--- src/verilog/ntsc_pkg.sv ---
package ntsc_pkg;

  ////////////////////////////////////////////////////////////
  // Widths with a meaning
  ////////////////////////////////////////////////////////////

  // One word of the 10-bit CCIR656 stream
  typedef logic [9:0] video_word_t;
  // Y[9:2], Cr[9:5], Cb[9:5] packed high to low
  typedef logic [17:0] pixel_t;
  // Column and row inside the capture window
  typedef logic [9:0] xcoord_t;
  typedef logic [8:0] ycoord_t;

  ////////////////////////////////////////////////////////////
  // Window, queue and timing code constants
  ////////////////////////////////////////////////////////////

  localparam int unsigned ACTIVE_WIDTH  = 640;
  localparam int unsigned ACTIVE_HEIGHT = 480;
  localparam int unsigned QUEUE_DEPTH   = 4;

  // Preamble words ahead of every XY code
  localparam video_word_t SYNC_PREAMBLE_FF = 10'h3FF;
  localparam video_word_t SYNC_PREAMBLE_00 = 10'h000;
  // Start of active video, field 0 and field 1
  localparam video_word_t SAV_ACTIVE_F0 = 10'h200;
  localparam video_word_t SAV_ACTIVE_F1 = 10'h31C;

  // Bit positions of F, V and H inside the XY word
  localparam int unsigned XY_F_BIT = 8;
  localparam int unsigned XY_V_BIT = 7;
  localparam int unsigned XY_H_BIT = 6;

  ////////////////////////////////////////////////////////////
  // Structs passed between the stages
  ////////////////////////////////////////////////////////////

  // F, V and H of one XY word, pulsed for a single cycle
  typedef struct packed {
    logic field;
    logic vsync;
    logic hsync;
  } sync_event_t;

  // One Y sample with the latest chroma
  typedef struct packed {
    logic   valid;
    pixel_t pixel;
  } sample_t;

  // Two neighbouring pixels, x is the column of pix0
  typedef struct packed {
    pixel_t  pix0;
    pixel_t  pix1;
    xcoord_t x;
    ycoord_t y;
  } pixel_pair_t;

  // Decoder FSM: three sync states, four sample states, one skip
  typedef enum logic [2:0] {
    ST_SYNC_00A,
    ST_SYNC_00B,
    ST_SYNC_XY,
    ST_CB,
    ST_Y0,
    ST_CR,
    ST_Y1,
    ST_SKIP
  } decode_state_e;

endpackage

--- src/verilog/ccir656_decoder.sv ---
`timescale 1ns/1ps

module ccir656_decoder
  import ntsc_pkg::*;
(
  input  logic        clk,
  input  logic        reset,
  input  video_word_t i_video,
  output sync_event_t o_sync,
  output sample_t     o_sample
);

  decode_state_e state;
  decode_state_e state_next;

  // Latest luma and chroma words
  video_word_t y_q;
  video_word_t cr_q;
  video_word_t cb_q;

  logic sample_valid_q;
  logic is_ff;
  logic is_00;

  assign is_ff = (i_video == SYNC_PREAMBLE_FF);
  assign is_00 = (i_video == SYNC_PREAMBLE_00);

  ////////////////////////////////////////////////////////////
  // Stream FSM
  ////////////////////////////////////////////////////////////

  // Stream shape: 3FF 000 000 XY Cb Y Cr Y Cb Y ... 3FF 000 000 XY
  // The 3FF itself is consumed on the way into ST_SYNC_00A
  always_comb
  begin
    state_next = state;
    case (state)
      // Wait for the first 000 of the preamble
      ST_SYNC_00A: state_next = is_00 ? ST_SYNC_00B : ST_SYNC_00A;
      ST_SYNC_00B: state_next = is_00 ? ST_SYNC_XY : ST_SYNC_00A;
      // Classify the XY word, only the two active SAV codes open a line
      ST_SYNC_XY:
      begin
        if (i_video == SAV_ACTIVE_F0 || i_video == SAV_ACTIVE_F1)
          state_next = ST_CB;
        else
          state_next = ST_SKIP;
      end
      // Active samples, a 3FF anywhere restarts the preamble search
      ST_CB:   state_next = is_ff ? ST_SYNC_00A : ST_Y0;
      ST_Y0:   state_next = is_ff ? ST_SYNC_00A : ST_CR;
      ST_CR:   state_next = is_ff ? ST_SYNC_00A : ST_Y1;
      ST_Y1:   state_next = is_ff ? ST_SYNC_00A : ST_CB;
      // EAV and blanking codes carry no samples
      ST_SKIP: state_next = ST_SYNC_00A;
      default: state_next = ST_SYNC_00A;
    endcase
  end

  always_ff @(posedge clk)
  begin
    if (reset)
    begin
      state          <= ST_SYNC_00A;
      o_sync         <= '0;
      sample_valid_q <= 1'b0;
    end
    else
    begin
      state <= state_next;
      // Sync pulse in the cycle after the XY word
      o_sync <= '0;
      if (state == ST_SYNC_XY)
      begin
        o_sync.field <= i_video[XY_F_BIT];
        o_sync.vsync <= i_video[XY_V_BIT];
        o_sync.hsync <= i_video[XY_H_BIT];
      end
      // One sample per Y word
      sample_valid_q <= (state == ST_Y0 || state == ST_Y1) && !is_ff;
    end
  end

  ////////////////////////////////////////////////////////////
  // Sample registers
  ////////////////////////////////////////////////////////////

  always_ff @(posedge clk)
  begin
    if ((state == ST_Y0 || state == ST_Y1) && !is_ff)
      y_q <= i_video;
    if (state == ST_CR && !is_ff)
      cr_q <= i_video;
    if (state == ST_CB && !is_ff)
      cb_q <= i_video;
  end

  // Keep 8 bits of luma and 5 of each chroma
  assign o_sample.valid = sample_valid_q;
  assign o_sample.pixel = {y_q[9:2], cr_q[9:5], cb_q[9:5]};

endmodule

--- src/verilog/ntsc_capture.sv ---
`timescale 1ns/1ps

module ntsc_capture
  import ntsc_pkg::*;
(
  input  logic        clk,
  input  logic        reset,
  input  video_word_t i_video,
  input  logic        i_ack,
  output pixel_pair_t o_pair,
  output logic        o_req,
  output logic        o_overflow
);

  // Decoder to packer
  sync_event_t decode_sync;
  sample_t     decode_sample;

  // Packer to queue
  pixel_pair_t packer_pair;
  logic        packer_pair_valid;

  ////////////////////////////////////////////////////////////
  // Decode, execute, result
  ////////////////////////////////////////////////////////////

  ccir656_decoder decode (
    .clk      (clk),
    .reset    (reset),
    .i_video  (i_video),
    .o_sync   (decode_sync),
    .o_sample (decode_sample)
  );

  pixel_packer execute (
    .clk          (clk),
    .reset        (reset),
    .i_sync       (decode_sync),
    .i_sample     (decode_sample),
    .o_pair       (packer_pair),
    .o_pair_valid (packer_pair_valid)
  );

  // Absorbs consumer latency, drops on full
  pair_output_queue result (
    .clk          (clk),
    .reset        (reset),
    .i_pair       (packer_pair),
    .i_pair_valid (packer_pair_valid),
    .i_ack        (i_ack),
    .o_pair       (o_pair),
    .o_req        (o_req),
    .o_overflow   (o_overflow)
  );

endmodule

--- src/verilog/pair_output_queue.sv ---
`timescale 1ns/1ps

module pair_output_queue
  import ntsc_pkg::*;
(
  input  logic        clk,
  input  logic        reset,
  input  pixel_pair_t i_pair,
  input  logic        i_pair_valid,
  input  logic        i_ack,
  output pixel_pair_t o_pair,
  output logic        o_req,
  output logic        o_overflow
);

  typedef logic [$clog2(QUEUE_DEPTH)-1:0]   qptr_t;
  typedef logic [$clog2(QUEUE_DEPTH+1)-1:0] qcount_t;

  // Four-phase output handshake
  typedef enum logic [1:0] {
    HS_IDLE,
    HS_REQ,
    HS_WAIT_LOW
  } hs_state_e;

  pixel_pair_t mem [QUEUE_DEPTH];
  qptr_t       wr_ptr;
  qptr_t       rd_ptr;
  qcount_t     count;
  hs_state_e   hs_state;
  hs_state_e   hs_next;

  logic full;
  logic push;
  logic pop;

  // Pointer step with wrap at the last entry
  function automatic qptr_t ptr_inc(input qptr_t ptr);
    if (ptr == qptr_t'(QUEUE_DEPTH - 1))
      return '0;
    return ptr + 1'b1;
  endfunction

  assign full = (count == qcount_t'(QUEUE_DEPTH));
  assign push = i_pair_valid && !full;
  // Item leaves when the consumer acknowledges it
  assign pop  = (hs_state == HS_REQ) && i_ack;

  ////////////////////////////////////////////////////////////
  // Storage
  ////////////////////////////////////////////////////////////

  always_ff @(posedge clk)
  begin
    if (push)
      mem[wr_ptr] <= i_pair;
  end

  // Head entry is never overwritten while it is offered
  assign o_pair = mem[rd_ptr];

  always_ff @(posedge clk)
  begin
    if (reset)
    begin
      wr_ptr     <= '0;
      rd_ptr     <= '0;
      count      <= '0;
      o_overflow <= 1'b0;
      hs_state   <= HS_IDLE;
    end
    else
    begin
      if (push)
        wr_ptr <= ptr_inc(wr_ptr);
      if (pop)
        rd_ptr <= ptr_inc(rd_ptr);
      count <= count + qcount_t'(push) - qcount_t'(pop);
      // Sticky until reset, the video source cannot be held off
      if (i_pair_valid && full)
        o_overflow <= 1'b1;
      hs_state <= hs_next;
    end
  end

  ////////////////////////////////////////////////////////////
  // Handshake FSM
  ////////////////////////////////////////////////////////////

  always_comb
  begin
    hs_next = hs_state;
    case (hs_state)
      HS_IDLE:     if (count != '0 || push) hs_next = HS_REQ;
      HS_REQ:      if (i_ack) hs_next = HS_WAIT_LOW;
      // Next request only once ack has been seen low
      HS_WAIT_LOW: if (!i_ack) hs_next = (count != '0 || push) ? HS_REQ : HS_IDLE;
      default:     hs_next = HS_IDLE;
    endcase
  end

  assign o_req = (hs_state == HS_REQ);

endmodule

--- src/verilog/pixel_packer.sv ---
`timescale 1ns/1ps

module pixel_packer
  import ntsc_pkg::*;
(
  input  logic        clk,
  input  logic        reset,
  input  sync_event_t i_sync,
  input  sample_t     i_sample,
  output pixel_pair_t o_pair,
  output logic        o_pair_valid
);

  // Current position of the next sample
  xcoord_t x;
  ycoord_t y;

  // First pixel of the pair being built
  pixel_t held_pixel;

  logic in_window;
  logic take_sample;

  assign in_window   = (y < ycoord_t'(ACTIVE_HEIGHT)) && (x < xcoord_t'(ACTIVE_WIDTH));
  assign take_sample = i_sample.valid && in_window;

  ////////////////////////////////////////////////////////////
  // Coordinate counters
  ////////////////////////////////////////////////////////////

  always_ff @(posedge clk)
  begin
    if (reset)
    begin
      x <= '0;
      y <= '0;
    end
    else if (i_sync.vsync)
    begin
      // Vertical blanking restarts the field on row 0 or 1
      y <= ycoord_t'(i_sync.field);
      x <= '0;
    end
    else if (i_sync.hsync)
    begin
      // Interlaced, so each field steps by two rows
      // Held once below the window so the row cannot wrap back in
      if (y < ycoord_t'(ACTIVE_HEIGHT))
        y <= y + 9'd2;
      x <= '0;
    end
    else if (take_sample)
    begin
      x <= x + 10'd1;
    end
  end

  ////////////////////////////////////////////////////////////
  // Pair assembly
  ////////////////////////////////////////////////////////////

  always_ff @(posedge clk)
  begin
    if (reset)
      o_pair_valid <= 1'b0;
    else
      o_pair_valid <= take_sample && x[0];
  end

  // Even column is held, odd column closes the pair
  always_ff @(posedge clk)
  begin
    if (take_sample && !x[0])
      held_pixel <= i_sample.pixel;
    if (take_sample && x[0])
    begin
      o_pair.pix0 <= held_pixel;
      o_pair.pix1 <= i_sample.pixel;
      // Column of the held pixel
      o_pair.x    <= x - 10'd1;
      o_pair.y    <= y;
    end
  end

endmodule
--- config.mk ---
export PLATFORM = sky130hd
export DESIGN_NAME = ntsc_capture
export DESIGN_NICKNAME = d
export VERILOG_FILES = /design/src/verilog/ntsc_pkg.sv /design/src/verilog/ccir656_decoder.sv /design/src/verilog/ntsc_capture.sv /design/src/verilog/pair_output_queue.sv /design/src/verilog/pixel_packer.sv
export SDC_FILE = /design/constraint.sdc
export NUM_CORES = 1
export LEC_CHECK = 0
export BUFFER_PORTS_ARGS = -buffer_cell sky130_fd_sc_hd__clkbuf_2
export CAP_MARGIN = 25
export CORE_ASPECT_RATIO = 0.7
export CORE_MARGIN = 5
export CORE_UTILIZATION = 30
export DETAILED_ROUTE_END_ITERATION = 7
export GPL_TIMING_DRIVEN = 1
export HOLD_SLACK_MARGIN = 0.03
export SYNTH_ARGS = -nofsm -noshare
export SYNTH_HDL_FRONTEND = slang
export SYNTH_HIERARCHICAL = 1
export SYNTH_SLANG_ARGS = --single-unit
--- constraint.sdc ---
create_clock -name clk -period 3.5 [get_ports clk]
set_input_delay 0.525 -clock clk [delete_from_list [all_inputs] [get_ports clk]]
set_output_delay 0.525 -clock clk [all_outputs]
set_load 0.005 [all_outputs]
### Word level (Yosys, flattened, before mapping)

Memory sizes are Yosys's and may differ from the RTL's. A register that Yosys moved wholly into a read port is not among the register bits.
Index checks and enable logic that the tools add are counted.

* add/subtract/negate cells: 7
* magnitude comparators: 2
* equality and inequality tests: 18
* muxes and demuxes: 30
* bitwise operators: 1
* reduce and logical (&&, ||, !) cells: 28

Operators with widths (count)
* 10-bit == test (second input constant): 3
* 3-bit one-hot mux with 8 select lines: 1
* 2-bit 2-to-1 mux: 11
* 3-bit == test (second input constant): 5
* 1-bit 2-to-1 mux: 13
* 3-bit 2-to-1 mux: 4
* 10-bit by 1-bit adder with 10-bit output (second input constant): 1
* 1-bit logical AND: 10
* 10-bit logical NOT: 1
* 10-bit < comparator (second input constant): 1
* 10-bit by 1-bit subtractor with 10-bit output (second input constant): 1
* 9-bit by 2-bit adder with 9-bit output (second input constant): 1
* 9-bit < comparator (second input constant): 1
* 2-bit == test (second input constant): 3
* 3-bit by 2-bit == test with 1-bit output (second input constant): 2
* 2-bit one-hot mux with 3 select lines: 1
* 2-bit by 1-bit adder with 2-bit output (second input constant): 2
* 2-bit inequality test (second input constant): 2
* 2-bit AND reduction: 2
* 2-bit nonzero test: 2
* 2-bit OR reduction: 2
* 3-bit by 1-bit adder with 3-bit output: 1
* 3-bit by 1-bit == test with 1-bit output (second input constant): 1
* 1-bit logical NOT: 3
* other kinds (10): 12

* register bits: 140
* memory bits (writable): 220
* input port bits: 13
* output and inout bits: 57
* logic and storage cells: 109
* memories: 1

Memory list
* result.mem: words 4, width 55, rd ports 1, clocked after Yosys merged registers in 1, write ports 1, line pair_output_queue.sv:26 `pixel_pair_t mem [QUEUE_DEPTH];`

### Depth between registers and ports, before layout

* depth in word-level cells: 7
* depth in mapped cells: 8
* depth with buffers taken out: 8

### By module

Netlist, hierarchy kept.

Modules (own cells, without submodules)
* pair_output_queue: times used 1, cells an instance 345, area each 8599.5 um2, seq. area each 6846.6 um2
* pixel_packer: times used 1, cells an instance 204, area each 3289.4 um2, seq. area each 2592.5 um2
* ccir656_decoder: times used 1, cells an instance 60, area each 920.9 um2, seq. area each 680.7 um2

### Worst setup path before layout

No wires, ideal clock.

* path kind: reg-to-reg
* start: reg execute.x[7]
* end: reg execute/o_pair[0] (netlist bit) (enable)
* setup time: 468 ps
* data arrival time: 3058 ps
* data required time: 3032 ps
* slack: -26 ps
* stages on the path, launching flop included: 5
* path buffers: 1
* period minus slack after synthesis: 3526 ps
* path through: dfxtp_1 > buf_6 > o21ai_4 > nand3_4 > nor2_1

* cells in the longest elaborated chain, start to end: 4

Ends and longest elaborated chain
* start: declaration: line pixel_packer.sv:15 `xcoord_t x;`
* start signal: assignment: line pixel_packer.sv:54 `x <= x + 10'd1;`
* 10-bit < comparator: line pixel_packer.sv:24 `assign in_window = (y < ycoord_t'(ACTIVE_HEIGHT)) && (x < xcoord_t'(ACTIVE_WIDTH));`
* 1-bit logical AND: line pixel_packer.sv:24
* 1-bit logical AND: line pixel_packer.sv:25 `assign take_sample = i_sample.valid && in_window;`
* 1-bit logical AND: line pixel_packer.sv:75 `if (take_sample && x[0])`
* end: declaration: line pixel_packer.sv:10 `output pixel_pair_t o_pair,`

Every way passes these cells.
A chain may end at the register's enable or synchronous reset.

==> key figures <==
Global route
  • Global-route wire length before repair: 37700 um
  • Global Route Usage Sum: a little over a tenth
  • Number of antenna violations at the first check in global routing: 0
  • Number of global-route vias before repair: slightly below 6000
  • Largest net degree at the start of global routing: 56
  • Overflow left after global routing: 0

Die
  • Die height: 183 um
  • Die Area: 47000 sq um
  • Core Area: 42300 sq um
  • I/O pin total: 70
  • Initial standard-cell utilization of the core: a little under a third
  • Standard-cell rows: 63
  • Die Width: between 200 and 300 um

Synth
  • Post-Synthesis Cells: 609
  • Post-synthesis register bit count: 350
  • Most instantiated flip-flop cell in the synthesis netlist: sky130_fd_sc_hd__edfxtp_1
  • Register area share after synthesis: a little under 80%
  • Number of distinct library cells after synthesis: 54
  • Net count after synthesis: ~630
  • Mapped Area: 12800 sq um
  • Post-synthesis async set-or-reset flop share: 0%
  • Synth Warn #: 6
  • EDFF count, synth: 311
  • Mean Syn Cell Area: roughly 21 sq um

Layout
  • Share of final-layout standard cells stronger than drive strength 1: between 20% and 30%
  • Final core occ: between 30% and 40%
  • Area delta synth->final: 16.1%
  • Post-layout nets: 725
  • Diode insertion count for antenna repair: 0

Routing
  • Total routed wirelength: between 20000 and 25000 um
  • Drt via density: 4.54
  • Detailed-routing iteration count for the pre-antenna-repair pass: 5
  • Wire length per cell after detailed routing: 19.3 um
  • Residual antenna-violating net count after detailed routing: 0
  • DR iter-0 viols: about 470
  • DR DRC count: 0
  • Via count: about 5800

Critical path
  • Setup slack of the most critical reg-to-reg path: between 1 and 1.5 ns
  • Buffers plus inverters on the worst setup path: 2
  • Top Family by Delay on Critical Path: flip-flops
  • Reg2Reg Launch Point: result/count[1]
  • Biggest fanout along the worst timing path: 25
  • Series of cell instances along the critical path: buf_4, mux4_1, clkbuf_2
  • Cell type of the slowest stage on the worst timing path: sky130_fd_sc_hd__dfxtp_4
  • Cell count of the worst reg-to-reg path: 4
  • WS Path Type: reg -> out
  • Worst stage delay on the critical path: approximately 0.72 ns
  • Required time reported for the critical path endpoint: 2.97 ns
  • Critical Path Start Type: flop
  • Critical register-to-register path endpoint: result/mem[3][2]
  • Data arrival, critical path: between 2 and 2.5 ns
  • Critical path endpoint category: output pin

Place
  • Dpl ws: roughly 1.1 ns
  • RD Place Congestion: about 0.74
  • Detail Placement HPWL: 14900 um
  • Port Buf Inserts: approximately 70

STA
  • Total setup violations reported at the end of the flow: 0
  • Max-Slew Margin vs Limit: 40.2%
  • Tightest hold margin: about 0.27 ns
  • Final Slew Violations: 0
  • Worst setup skew after layout: about 0.024 ns
  • Total negative slack for setup checks: 0 ns
  • Worst Setup Slack, final: between 0.6 and 0.7 ns
  • Final cycle utilization of the critical path: ~82%
  • Number of failing hold endpoints at the final stage: 0
  • Peak clock frequency supported by timing: about 350 MHz
  • RSZ-0062 raised after global routing: no
  • Min Tclk post-route: roughly 2.9 ns
  • Worst Max-Slew Pin Slew: 0.889 ns

CTS
  • Post-cts sizing count: 0
  • Number of buffers created by CTS: 34
  • Cell chosen for the clock root: sky130_fd_sc_hd__clkbuf_16
  • Max H-tree Level: 2
  • Clock Tree Buf Depth: 3
  • Post CTS Setup Buffer Count: 0
  • Hold-fix buffer count after cts: 0
  • Clk slew on worst S/H paths: approximately 0.060 ns
  • TritonCTS clock tree: built
  • Num Clock Sinks: 350
  • Clock insertion delay at the later pin of the skew report: ~0.52 ns

Outcome
  • Run status: finished clean

Job
  • Max-cap check violation count: 0

Hold path
  • Beginning of the worst hold path: i_video[2]
  • Capture endpoint of the worst hold path: decode/y_q[2]
  • Worst hold path stage count: 1
  • Worst hold path class: in -> reg

Power and ir drop
  • IR Drop Worst-Case VDD: ~340 uV
  • Reported leakage power: about 4.7 nW
  • Total power density per cell area: 575 nW/um^2
==> area by class of cell <==
type	count	area (sq um)
tap	552	691
inverter	9	33.8
timing repair buffer	78	488
clock inverter	22	170
clock buffer	39	891
fill	3939	27400
multi-input combinational	229	2480
sequential	350	10100
==> routing by layer <==
metal	global-route usage, %	vias up	share of wire, %
met5	0	-	0
met4	2.96	0	1.9
met3	2.38	35	4.7
met2	16.1	132	46
met1	15.1	2986	47
li1	-	2651	-
==> layout by cell type, fill, tap and decap left out, types with 7 or more instances in the layout <==
| cell type | netlist | layout |
|---|---|---|
| sky130_fd_sc_hd__nor3_1 | 14 | 14 |
| sky130_fd_sc_hd__nand2_1 | 11 | 11 |
| sky130_fd_sc_hd__clkinv_2 | 0 | 7 |
| sky130_fd_sc_hd__or3_1 | 7 | 7 |
| sky130_fd_sc_hd__edfxtp_1 | 311 | 311 |
| sky130_fd_sc_hd__nor2_1 | 26 | 25 |
| sky130_fd_sc_hd__xnor2_1 | 8 | 8 |
| sky130_fd_sc_hd__clkbuf_16 | 0 | 35 |
| sky130_fd_sc_hd__inv_1 | 9 | 9 |
| sky130_fd_sc_hd__clkbuf_2 | 1 | 69 |
| sky130_fd_sc_hd__a21oi_1 | 9 | 9 |
| sky130_fd_sc_hd__nand4_1 | 8 | 8 |
| sky130_fd_sc_hd__dfxtp_1 | 39 | 37 |
| sky130_fd_sc_hd__clkinv_1 | 0 | 7 |
| sky130_fd_sc_hd__mux4_2 | 50 | 50 |
| sky130_fd_sc_hd__xor2_1 | 12 | 12 |
| sky130_fd_sc_hd__nand3_1 | 7 | 7 |
| sky130_fd_sc_hd__ha_1 | 9 | 9 |
==> per-stage QoR <==
step / cells / power, mW / instance area, sq um
6_report: 1279 / 8.55 / 14900
5_1_grt: 1279 / 8.90 / 14900
4_1_cts: 1279 / 8.68 / 14900
3_5_place_dp: 1218 / 5.16 / 13800
3_3_place_gp: 1218 / 5.15 / 13800
2_1_floorplan: 609 / 5.01 / 12800
==> Yosys cell counts, drive strengths merged, types with 2 or more instances <==
library cell / count / share of area, %
mux2i: 4 / 0.31
mux4: 55 / 9.8
inv: 9 / 0.26
and2: 5 / 0.24
nor2: 26 / 0.76
xnor2: 8 / 0.55
o31ai: 3 / 0.18
and3: 6 / 0.29
xor2: 12 / 0.82
buf: 16 / 1.3
nand3b: 2 / 0.21
nor3: 14 / 0.55
clkbuf: 5 / 0.16
nand4: 9 / 0.49
dfxtp: 39 / 6.1
a31oi: 2 / 0.098
nand2: 11 / 0.32
edfxtp: 311 / 73
or3: 7 / 0.34
ha: 9 / 0.88
nand2b: 2 / 0.098
o21ai: 4 / 0.24
nor3b: 4 / 0.23
nand3: 8 / 0.41
o21a: 2 / 0.12
a21oi: 9 / 0.35
and4: 2 / 0.14
nor2b: 6 / 0.29
or2: 2 / 0.098
nor4: 3 / 0.26
==> registers in the layout, indices dropped and copies added (netlist names), 2 cells and up, named ones only <==
name                flops
result/mem            220
result/wr_ptr           2
execute/x              10
result/count            3
execute/y               9
execute/o_pair         55
decode/cr_q             5
decode/cb_q             5
execute/held_pixel     18
decode/state            3
result/hs_state         2
decode/o_sync           3
decode/y_q              8
result/rd_ptr           2
==> report_power, final <==
part	internal [mW]	switching, mW	leakage [nW]	total [mW]
clock	1.99	1.52	0.516	3.50
combinational	0.276	0.207	1.10	0.483
sequential	4.50	0.0604	3.11	4.56
==> cell families (layout without fill, tap and decap cells) <==
family                     after synthesis  in the layout  share of synthesized area [%]
AOI/OAI and AO/OA                       29             29                           1.68
and+or+nand+nor                        109            109                           4.87
adders and majority gates               11             11                           1.11
muxes                                   60             60                           10.2
DFF                                    350            350                           79.0
xor gates and xnor gates                20             20                           1.37
buffers and inverters                   30            148                           1.75
==> how the worst max path moves through the flow <==
stage / startpoint / end / cells past startpoint
after CTS: flop / o_pair[0] / 3
after detailed placement: flop / o_pair[0] / 3
final: flop / o_pair[0] / 3
after global placement: flop / o_pair[0] / 3
after floorplan: execute/x[7] / execute/o_pair[0] / 4
after global routing: flop / o_pair[53] / 3
No activity file was read; power rests on OpenSTA's default activity.
